**config.mk**
```make
export PLATFORM = sky130hd
export DESIGN_NAME = gzip_stored_top
export DESIGN_NICKNAME = d
export VERILOG_FILES = /design/src/gzip_ctrl_pkg.sv /design/src/gzip_format_pkg.sv /design/src/gzip_stored_top.sv /design/src/out_arbiter.sv /design/src/frame_writer.sv /design/src/block_parser.sv /design/src/crc32_unit.sv /design/src/sync_fifo.sv
export VERILOG_INCLUDE_DIRS = /design/src
export SDC_FILE = /design/constraint.sdc
export NUM_CORES = 1
export LEC_CHECK = 0
export ABC_AREA = 1
export BUFFER_PORTS_ARGS = -buffer_cell sky130_fd_sc_hd__buf_2
export CAP_MARGIN = 25
export CORE_UTILIZATION = 33
export DETAILED_ROUTE_END_ITERATION = 6
export GPL_TIMING_DRIVEN = 0
export SYNTH_ARGS = -nofsm -noshare
export SYNTH_HDL_FRONTEND = slang
export SYNTH_HIERARCHICAL = 1
export SYNTH_SLANG_ARGS = --single-unit
```
**constraint.sdc**
```tcl
create_clock -name clk -period 9 [get_ports clk]
set_clock_uncertainty 0.05 [all_clocks]
set_input_delay 0.45 -clock clk [delete_from_list [all_inputs] [get_ports clk]]
set_output_delay 0.45 -clock clk [all_outputs]
set_load 0.01 [all_outputs]
```
**src/gzip_macros.svh**
```systemverilog
//==========================================================================
// gzip stored encoder constants
// fifo depths, gzip member header bytes, crc polynomial, stored length limit
//==========================================================================
`ifndef GZIP_MACROS_SVH
`define GZIP_MACROS_SVH

// input fifo depth in 32-bit words
`define GZ_IN_DEPTH 16
// output fifo depth in bytes
`define GZ_OUT_DEPTH 32

// largest LEN field a stored block can carry
`define GZ_MAX_STORED_LEN 65535

// reflected ieee 802.3 polynomial, lsb first
`define GZ_CRC_POLY 32'hedb88320

// gzip member header: id1 id2 cm flg, mtime (4 bytes), xfl, os (unix)
`define GZ_HDR_BYTE0 8'h1f
`define GZ_HDR_BYTE1 8'h8b
`define GZ_HDR_BYTE2 8'h08
`define GZ_HDR_BYTE3 8'h00
`define GZ_HDR_BYTE4 8'h00
`define GZ_HDR_BYTE5 8'h00
`define GZ_HDR_BYTE6 8'h00
`define GZ_HDR_BYTE7 8'h00
`define GZ_HDR_BYTE8 8'h00
`define GZ_HDR_BYTE9 8'h03

`endif
```
**src/gzip_ctrl_pkg.sv**
```systemverilog
//==========================================================================
// internal control types of the stored encoder
// fsm state encodings, byte request and status flags
//==========================================================================
package gzip_ctrl_pkg;

	// block parser fsm
	typedef enum logic [2:0] {
		ps_idle,
		ps_header,
		ps_wait_frame,
		ps_payload,
		ps_final,
		ps_halt
	} parser_state_e;

	// frame writer fsm
	typedef enum logic [2:0] {
		fs_idle,
		fs_gzip_hdr,
		fs_blk_hdr,
		fs_trailer,
		fs_done
	} frame_state_e;

	// one byte offered to the output arbiter, held until granted
	typedef struct packed {
		logic       valid;
		logic [7:0] data;
	} byte_req_t;

	// level status flags seen by the host
	typedef struct packed {
		logic done;
		logic bsize_err;
		logic btype_err;
	} status_t;

endpackage

```
**src/gzip_format_pkg.sv**
```systemverilog
//==========================================================================
// deflate and gzip format types
// block type encoding and the layout of the host block header word
//==========================================================================
package gzip_format_pkg;

	// deflate BTYPE field, as written in bits 2..1 of a block header
	typedef enum logic [1:0] {
		bt_stored   = 2'b00,
		bt_fixed    = 2'b01,
		bt_dynamic  = 2'b10,
		bt_reserved = 2'b11
	} btype_e;

	// first word of every block from the host
	// len counts payload bytes, the payload words follow rounded up
	typedef struct packed {
		logic [6:0]  rsvd;
		logic        bfinal;
		logic [23:0] len;
	} blk_hdr_t;

endpackage

```
**src/gzip_stored_top.sv**
```systemverilog
//==========================================================================
// gzip encoder top level, stored deflate blocks only
//==========================================================================
`timescale 1ns/1ps
`include "gzip_macros.svh"

module gzip_stored_top (
	input  logic                    clk,
	input  logic                    rst_n,
	input  gzip_format_pkg::btype_e btype,
	input  logic                    in_wr_en,
	input  logic [31:0]             in_data,
	output logic                    in_full,
	input  logic                    out_rd_en,
	output logic [7:0]              out_data,
	output logic                    out_empty,
	output gzip_ctrl_pkg::status_t  status,
	output logic                    irq
);
	logic [31:0]               in_word;
	logic                      in_empty;
	logic                      in_rd;
	logic                      blk_start;
	gzip_format_pkg::blk_hdr_t hdr;
	logic                      frame_busy;
	gzip_ctrl_pkg::byte_req_t  frame_req;
	gzip_ctrl_pkg::byte_req_t  payload_req;
	logic                      frame_gnt;
	logic                      payload_gnt;
	logic                      final_done;
	logic                      bsize_err;
	logic                      btype_err;
	logic                      done;
	logic [31:0]               crc;
	logic [31:0]               isize;
	logic                      out_wr;
	logic [7:0]                out_byte;
	logic                      out_full;
	gzip_ctrl_pkg::status_t    status_q;

	//==========================================================================
	// input side
	//==========================================================================
	sync_fifo #(.WIDTH(32), .DEPTH(`GZ_IN_DEPTH)) i_in_fifo (
		.clk, .rst_n,
		.wr_en(in_wr_en), .wr_data(in_data),
		.rd_en(in_rd), .rd_data(in_word),
		.full(in_full), .empty(in_empty)
	);

	block_parser i_parser (
		.clk, .rst_n, .btype,
		.fifo_data(in_word), .fifo_empty(in_empty), .fifo_rd(in_rd),
		.blk_start, .hdr, .frame_busy,
		.req(payload_req), .gnt(payload_gnt),
		.final_done, .bsize_err, .btype_err
	);

	// checksum covers granted payload bytes only
	crc32_unit i_crc (
		.clk, .rst_n, .upd(payload_gnt), .data(payload_req.data), .crc, .isize
	);

	//==========================================================================
	// output side
	//==========================================================================
	frame_writer i_frame (
		.clk, .rst_n, .blk_start, .hdr, .final_done, .crc, .isize,
		.req(frame_req), .gnt(frame_gnt), .busy(frame_busy), .done
	);

	out_arbiter i_arb (
		.frame_req, .payload_req, .fifo_full(out_full),
		.frame_gnt, .payload_gnt, .fifo_wr(out_wr), .fifo_data(out_byte)
	);

	sync_fifo #(.WIDTH(8), .DEPTH(`GZ_OUT_DEPTH)) i_out_fifo (
		.clk, .rst_n,
		.wr_en(out_wr), .wr_data(out_byte),
		.rd_en(out_rd_en), .rd_data(out_data),
		.full(out_full), .empty(out_empty)
	);

	// status flags are sticky until reset
	assign status = '{done: done, bsize_err: bsize_err, btype_err: btype_err};

	// irq marks the first cycle of any newly set flag
	always_ff @(posedge clk or negedge rst_n) begin
		if (!rst_n) begin
			status_q <= '0;
		end else begin
			status_q <= status;
		end
	end

	assign irq = |(status & ~status_q);

endmodule

```
**src/out_arbiter.sv**
```systemverilog
//==========================================================================
// output arbiter, frame writer ahead of payload, gated by fifo full
//==========================================================================
`timescale 1ns/1ps

module out_arbiter (
	input  gzip_ctrl_pkg::byte_req_t frame_req,
	input  gzip_ctrl_pkg::byte_req_t payload_req,
	input  logic                     fifo_full,
	output logic                     frame_gnt,
	output logic                     payload_gnt,
	output logic                     fifo_wr,
	output logic [7:0]               fifo_data
);
	// nothing is granted while the output fifo is full
	assign frame_gnt   = frame_req.valid && !fifo_full;
	// payload only when the frame writer is silent
	assign payload_gnt = payload_req.valid && !frame_req.valid && !fifo_full;

	// grant and fifo write happen in the same cycle
	assign fifo_wr   = frame_gnt || payload_gnt;
	assign fifo_data = frame_req.valid ? frame_req.data : payload_req.data;

endmodule

```
**src/frame_writer.sv**
```systemverilog
//==========================================================================
// frame writer: gzip member header, stored block headers and trailer
//==========================================================================
`timescale 1ns/1ps
`include "gzip_macros.svh"

module frame_writer (
	input  logic                      clk,
	input  logic                      rst_n,
	input  logic                      blk_start,
	input  gzip_format_pkg::blk_hdr_t hdr,
	input  logic                      final_done,
	input  logic [31:0]               crc,
	input  logic [31:0]               isize,
	output gzip_ctrl_pkg::byte_req_t  req,
	input  logic                      gnt,
	output logic                      busy,
	output logic                      done
);
	gzip_ctrl_pkg::frame_state_e state;
	logic [3:0]                  idx;
	logic [15:0]                 len;
	logic                        bfinal;
	logic                        hdr_sent;
	logic [31:0]                 trl_word;
	logic [7:0]                  out_byte;
	logic                        last_idx;

	// trailer is crc then isize, each lsb first
	assign trl_word = idx[2] ? isize : crc;

	// byte selection per state
	always_comb begin
		out_byte = 8'h00;
		last_idx = 1'b0;
		case (state)
			gzip_ctrl_pkg::fs_gzip_hdr: begin
				last_idx = (idx == 4'd9);
				case (idx)
					4'd0:    out_byte = `GZ_HDR_BYTE0;
					4'd1:    out_byte = `GZ_HDR_BYTE1;
					4'd2:    out_byte = `GZ_HDR_BYTE2;
					4'd3:    out_byte = `GZ_HDR_BYTE3;
					4'd4:    out_byte = `GZ_HDR_BYTE4;
					4'd5:    out_byte = `GZ_HDR_BYTE5;
					4'd6:    out_byte = `GZ_HDR_BYTE6;
					4'd7:    out_byte = `GZ_HDR_BYTE7;
					4'd8:    out_byte = `GZ_HDR_BYTE8;
					default: out_byte = `GZ_HDR_BYTE9;
				endcase
			end
			gzip_ctrl_pkg::fs_blk_hdr: begin
				last_idx = (idx == 4'd4);
				// bfinal in bit 0, btype 00, padded to the byte boundary
				case (idx)
					4'd0:    out_byte = {7'b0000000, bfinal};
					4'd1:    out_byte = len[7:0];
					4'd2:    out_byte = len[15:8];
					4'd3:    out_byte = ~len[7:0];
					default: out_byte = ~len[15:8];
				endcase
			end
			gzip_ctrl_pkg::fs_trailer: begin
				last_idx = (idx == 4'd7);
				out_byte = trl_word[{idx[1:0], 3'b000} +: 8];
			end
			default: begin
				out_byte = 8'h00;
				last_idx = 1'b0;
			end
		endcase
	end

	// busy while any byte is still to be written
	assign busy = (state == gzip_ctrl_pkg::fs_gzip_hdr) || (state == gzip_ctrl_pkg::fs_blk_hdr) ||
		(state == gzip_ctrl_pkg::fs_trailer);
	assign req  = '{valid: busy, data: out_byte};
	assign done = (state == gzip_ctrl_pkg::fs_done);

	// block fields captured with blk_start
	always_ff @(posedge clk) begin
		if (blk_start) begin
			len    <= hdr.len[15:0];
			bfinal <= hdr.bfinal;
		end
	end

	always_ff @(posedge clk or negedge rst_n) begin
		if (!rst_n) begin
			state    <= gzip_ctrl_pkg::fs_idle;
			idx      <= '0;
			hdr_sent <= 1'b0;
		end else begin
			case (state)
				gzip_ctrl_pkg::fs_idle: begin
					idx <= 4'd0;
					// member header only ahead of the first block
					if (blk_start) begin
						state <= hdr_sent ? gzip_ctrl_pkg::fs_blk_hdr : gzip_ctrl_pkg::fs_gzip_hdr;
					end else if (final_done) begin
						state <= gzip_ctrl_pkg::fs_trailer;
					end
				end
				gzip_ctrl_pkg::fs_done: state <= gzip_ctrl_pkg::fs_done;
				default: begin
					if (gnt && last_idx) begin
						idx <= 4'd0;
						case (state)
							gzip_ctrl_pkg::fs_gzip_hdr: begin
								hdr_sent <= 1'b1;
								state    <= gzip_ctrl_pkg::fs_blk_hdr;
							end
							gzip_ctrl_pkg::fs_blk_hdr: state <= gzip_ctrl_pkg::fs_idle;
							default:                   state <= gzip_ctrl_pkg::fs_done;
						endcase
					end else if (gnt) begin
						idx <= idx + 4'd1;
					end
				end
			endcase
		end
	end

endmodule

```
**src/block_parser.sv**
```systemverilog
//==========================================================================
// block parser: validates host header words and streams payload bytes
//==========================================================================
`timescale 1ns/1ps
`include "gzip_macros.svh"

module block_parser (
	input  logic                      clk,
	input  logic                      rst_n,
	input  gzip_format_pkg::btype_e   btype,
	input  logic [31:0]               fifo_data,
	input  logic                      fifo_empty,
	output logic                      fifo_rd,
	output logic                      blk_start,
	output gzip_format_pkg::blk_hdr_t hdr,
	input  logic                      frame_busy,
	output gzip_ctrl_pkg::byte_req_t  req,
	input  logic                      gnt,
	output logic                      final_done,
	output logic                      bsize_err,
	output logic                      btype_err
);
	gzip_ctrl_pkg::parser_state_e state;
	gzip_format_pkg::blk_hdr_t    hw;
	logic [15:0]                  remain;
	logic [1:0]                   lane;
	logic                         last_blk;
	logic                         hdr_take;
	logic                         bad_type;
	logic                         bad_size;
	logic                         word_done;

	// head of input fifo seen as a block header
	assign hw  = fifo_data;
	assign hdr = hw;

	// header word is consumed in the header state
	assign hdr_take = (state == gzip_ctrl_pkg::ps_header) && !fifo_empty;
	// only stored blocks are supported here
	assign bad_type = (btype != gzip_format_pkg::bt_stored);
	assign bad_size = (hw.len > 24'(`GZ_MAX_STORED_LEN));
	// frame writer latches hdr on this pulse
	assign blk_start = hdr_take && !bad_type && !bad_size;

	// little-endian lanes, byte 0 in bits 7..0
	assign req = '{
		valid: (state == gzip_ctrl_pkg::ps_payload) && !fifo_empty,
		data:  fifo_data[{lane, 3'b000} +: 8]
	};

	// word is used up after lane 3, or early on the last byte of the block
	assign word_done = (lane == 2'd3) || (remain == 16'd1);
	assign fifo_rd   = hdr_take || (gnt && word_done);

	assign final_done = (state == gzip_ctrl_pkg::ps_final);

	always_ff @(posedge clk or negedge rst_n) begin
		if (!rst_n) begin
			state     <= gzip_ctrl_pkg::ps_idle;
			remain    <= '0;
			lane      <= '0;
			last_blk  <= 1'b0;
			bsize_err <= 1'b0;
			btype_err <= 1'b0;
		end else begin
			case (state)
				gzip_ctrl_pkg::ps_idle: begin
					if (!fifo_empty) begin
						state <= gzip_ctrl_pkg::ps_header;
					end
				end
				gzip_ctrl_pkg::ps_header: begin
					if (hdr_take) begin
						// type error takes precedence over size error
						if (bad_type) begin
							btype_err <= 1'b1;
							state     <= gzip_ctrl_pkg::ps_halt;
						end else if (bad_size) begin
							bsize_err <= 1'b1;
							state     <= gzip_ctrl_pkg::ps_halt;
						end else begin
							remain   <= hw.len[15:0];
							last_blk <= hw.bfinal;
							lane     <= 2'd0;
							state    <= gzip_ctrl_pkg::ps_wait_frame;
						end
					end
				end
				gzip_ctrl_pkg::ps_wait_frame: begin
					// block header must be out before the payload
					if (!frame_busy) begin
						if (remain != 16'd0) begin
							state <= gzip_ctrl_pkg::ps_payload;
						end else if (last_blk) begin
							state <= gzip_ctrl_pkg::ps_final;
						end else begin
							state <= gzip_ctrl_pkg::ps_idle;
						end
					end
				end
				gzip_ctrl_pkg::ps_payload: begin
					if (gnt) begin
						remain <= remain - 16'd1;
						lane   <= lane + 2'd1;
						if (remain == 16'd1) begin
							state <= last_blk ? gzip_ctrl_pkg::ps_final : gzip_ctrl_pkg::ps_idle;
						end
					end
				end
				// one cycle of final_done, then stop until reset
				gzip_ctrl_pkg::ps_final: state <= gzip_ctrl_pkg::ps_halt;
				default:                 state <= gzip_ctrl_pkg::ps_halt;
			endcase
		end
	end

endmodule

```
**src/crc32_unit.sv**
```systemverilog
//==========================================================================
// gzip crc32 and isize accumulator, one byte per update
//==========================================================================
`timescale 1ns/1ps
`include "gzip_macros.svh"

module crc32_unit (
	input  logic        clk,
	input  logic        rst_n,
	input  logic        upd,
	input  logic [7:0]  data,
	output logic [31:0] crc,
	output logic [31:0] isize
);
	logic [31:0] crc_q;
	logic [31:0] crc_next;

	// reflected crc, data enters at the lsb end
	// loop unrolls into eight shift and conditional xor stages
	always_comb begin
		crc_next = crc_q ^ {24'h000000, data};
		for (int i = 0; i < 8; i++) begin
			crc_next = crc_next[0] ? ((crc_next >> 1) ^ `GZ_CRC_POLY) : (crc_next >> 1);
		end
	end

	always_ff @(posedge clk or negedge rst_n) begin
		if (!rst_n) begin
			// preset to all ones
			crc_q <= '1;
			isize <= '0;
		end else if (upd) begin
			crc_q <= crc_next;
			// wraps modulo 2^32 as gzip requires
			isize <= isize + 32'd1;
		end
	end

	// final xor with all ones
	assign crc = ~crc_q;

endmodule

```
**src/sync_fifo.sv**
```systemverilog
//==========================================================================
// synchronous first-word-fall-through fifo
//==========================================================================
`timescale 1ns/1ps

module sync_fifo #(
	parameter int WIDTH = 8,
	parameter int DEPTH = 16
) (
	input  logic             clk,
	input  logic             rst_n,
	input  logic             wr_en,
	input  logic [WIDTH-1:0] wr_data,
	input  logic             rd_en,
	output logic [WIDTH-1:0] rd_data,
	output logic             full,
	output logic             empty
);
	localparam int AW = (DEPTH > 1) ? $clog2(DEPTH) : 1;

	logic [WIDTH-1:0] mem [DEPTH];
	logic [AW-1:0]    wr_ptr;
	logic [AW-1:0]    rd_ptr;
	logic [AW:0]      count;
	logic             do_wr;
	logic             do_rd;

	// writes into a full fifo and reads from an empty one are dropped
	assign do_wr = wr_en && !full;
	assign do_rd = rd_en && !empty;

	// flags come from the occupancy count
	assign full  = (count == (AW+1)'(DEPTH));
	assign empty = (count == '0);

	// head of queue is always visible
	assign rd_data = mem[rd_ptr];

	always_ff @(posedge clk) begin
		if (do_wr) begin
			mem[wr_ptr] <= wr_data;
		end
	end

	always_ff @(posedge clk or negedge rst_n) begin
		if (!rst_n) begin
			wr_ptr <= '0;
			rd_ptr <= '0;
			count  <= '0;
		end else begin
			// pointers wrap at DEPTH-1, so any depth works
			if (do_wr) begin
				wr_ptr <= (wr_ptr == AW'(DEPTH-1)) ? '0 : wr_ptr + 1'b1;
			end
			if (do_rd) begin
				rd_ptr <= (rd_ptr == AW'(DEPTH-1)) ? '0 : rd_ptr + 1'b1;
			end
			case ({do_wr, do_rd})
				2'b10:   count <= count + 1'b1;
				2'b01:   count <= count - 1'b1;
				default: count <= count;
			endcase
		end
	end

endmodule

```
==> run_results.csv <==
group,metric,value,unit
logic_synthesis,synth_nets,4871,
worst_hold_path,hold_depth,1,
layout,drive_above_1_share,10.4,%
clock_tree,cts_setup_buffers,0,
power,leakagePower,0.0221,µW
power,seqPwrFrac,44.9,%
clock_tree,clockBufferDepth,3,
power,p_int,7870,µW
floorplan,ios,52,
run,drv_cap,0,
logic_synthesis,syn_inst,4800,
worst_hold_path,hold_class,"in2reg",
floorplan,dieWidth,367,µm
clock_tree,cts_root_buf,"clkbuf_16",
global_route,grt_util_all_layers,17.9,%
sta,slew-limit-headroom,38.9,%
setup_path,rr_worst_depth,21,
setup_path,path_max_fanout,10,
placed_design,gp_congestion,0.901,
sta,hold_violations,0,
floorplan,core_area,0.132,mm²
clock_tree,cts_tree,"done",
clock_tree,clk_pin_slew,0.06,ns
routing,drc,0,
sta,setup_viol,0,
global_route,grt_max_degree,86,
routing,drt_iter0_drc,2999,
clock_tree,numCtsBuffers,95,
power,clkPwrFrac,37.1,%
routing,vias,32421,
sta,tightest_slew,0.914,ns
routing,drt.antenna.violating_nets,0,
status,status,"complete, no violations",
power,switching_share,28.7,%
floorplan,start_util,33.3,%
setup_path,startpoint_type,"flip-flop",
power,p_sw,3170,µW
global_route,grt_pass1_vias,30670,
clock_tree,clock_latency,0.69,ns
clock_tree,post_cts_resized,0,
logic_synthesis,avgSynthCellArea,9.13,µm²
global_route,grt_first_pass_wirelength,185000,µm
sta,tns,0,ns
power,p_per_area,219,mW/mm²
worst_hold_path,holdCritStartpoint,"in_data[12]",
sta,rsz0062_at_grt,"false",
power,ir_worst_vdd,165,µV
routing,vias_per_cell,4.74,
floorplan,die_area,0.134,mm²
setup_path,crit_path_start,"i_in_fifo/rd_ptr[1]$_DFFE_PN0P_",
routing,wl_per_cell,17.8,µm
sta,max_freq,0.229,GHz
power,total_power,11000,µW
global_route,grt_remaining_overflow,0,
clock_tree,holdBufCountCts,1,
power,power_frac_comb,18.0,%
setup_path,required,9.54,ns
routing,drtPass1Iterations,6,
setup_path,arrival,4.90,ns
sta,period_share,48.5,%
clock_tree,cts.sinks,913,
logic_synthesis,yosysWarnings,6,
clock_tree,htree_levels,3,
floorplan,rows,133,
layout,finalNetCount,5071,
placed_design,dp_hpwl,85000,µm
global_route,antenna_found_initial,6,
routing,routed_wl,122000,µm
placed_design,port_buffers,51,
setup_path,reg2reg_from,"i_in_fifo/rd_ptr[1]$_DFFE_PN0P_",
sta,period_minus_slack,4.36,ns
setup_path,crit_path_end_kind,"flip-flop",
layout,fillCellCount,12996,
floorplan,dieHeight,367,µm
setup_path,critPathKind,"reg2reg",
logic_synthesis,syn_area,0.0438,mm²
layout,area_delta_synth_final,14.9,%
sta,maxSlewViolCount,0,
## final cells by class
class                           instances  area [µm²]  area share [%]
Sequential cell                       913       26800            53.2
Timing Repair Buffer                  103         995            1.97
Multi-Input combinational cell       2884       13000            25.8
Clock inverter                         57         711            1.41
Buffer                                209        1170            2.32
Clock buffer                          119        2520            5.00
Tap cell                             1755        2200            4.36
Inverter                              794        2980            5.92
Antenna cell                            3        7.51          0.0149
## routing by layer
metal / part of all wire (%) / GRT usage [%]
met3: 7.2 / 2.95
met5: 0.026 / 0
met2: 47 / 29.8
met4: 3.2 / 5.88
met1: 42 / 23.8
## layout by cell type, fill, tap and decap left out, drive strengths merged, types with 2 or more instances in the layout
master  count
a21oi      55
a31oi       5
and3        2
buf       275
bufinv     15
clkbuf    155
clkinv     48
dfrtp      96
dfstp      32
diode       3
edfxtp    785
fa          2
ha         31
inv       787
nand2    1710
nand3     607
nand3b      5
nand4      26
nor2      194
nor3       42
o211ai      9
o21ai     113
o21bai      2
o22ai      14
or2        12
xnor2      14
xor2       34
## flip-flops by register name, summed over array words and instances, names as in the netlist, named ones only
register,cells
i_in_fifo/mem,512
i_out_fifo/mem,256
i_crc/crc_q,32
i_crc/isize,32
i_frame/len,16
i_parser/remain,16
i_out_fifo/count,6
i_in_fifo/count,5
i_out_fifo/rd_ptr,5
i_out_fifo/wr_ptr,5
i_frame/idx,4
i_in_fifo/rd_ptr,4
i_in_fifo/wr_ptr,4
i_parser/state,3
status_q,3
i_frame/state,2
i_parser/lane,2
i_frame/bfinal,1
i_frame/hdr_sent,1
i_parser/bsize_err,1
i_parser/btype_err,1
i_parser/last_blk,1
## critical path: stages, from the launching register on
cell and delay, ns:
dfrtp_1 0.47, inv_2 0.11, buf_4 0.23, clkbuf_1 0.59, nand3_1 0.16, nand3_1 0.13, nand3_1 0.09, nand2_1 0.34
inv_1 0.07, o21ai_0 0.17, a21oi_1 0.06, a21oi_1 0.50, inv_1 0.13, nand2_1 0.08, nand2_1 0.23, nand2_1 0.15
nand2_1 0.21, nand2_1 0.12, nand2_1 0.10, nand2_1 0.08, nand3_1 0.08, nand2_1 0.10
## metrics by stage
step / instance area [µm²] / setup WS, ns / instances / utilization (%) / hold slack (ns)
floorplan: 43800 / 6.19 / 4800 / - / 0.104
global placement: 46300 / 4.24 / 6606 / 35.2 / 0.409
detailed placement: 47100 / 4.79 / 6649 / 35.8 / 0.366
CTS: 50300 / 4.75 / 6826 / 38.2 / 0.0410
global route: 50400 / 4.33 / 6834 / 38.3 / 0.0541
finish: 50400 / 4.64 / 6837 / 38.3 / 0.0810
## final timing paths
path,end,slack (ns)
min reg2reg,i_crc/crc_q[16]$_DFFE_PN1P_,0.42
min in group asynchronous,i_crc/isize[21]$_DFFE_PN0P_,0.25
max in group asynchronous,i_parser/remain[10]$_DFFE_PN0P_,7.78
min,i_in_fifo/mem[0][12]$_DFFE_PP_,0.08
max reg2reg,i_crc/crc_q[26]$_DFFE_PN1P_,4.64
max,i_crc/crc_q[26]$_DFFE_PN1P_,4.64
## power groups by stage
stage	logic [µW]	clock network (µW)	registers, µW
4_1_cts	1970	4170	4960
3_5_place_dp	1960	0	5040
3_3_place_gp	1840	0	5060
2_1_floorplan	1180	0	5030
6_report	1980	4090	4960
5_1_grt	2190	4330	4980
Note: power is estimated with default switching activity, not from simulation.
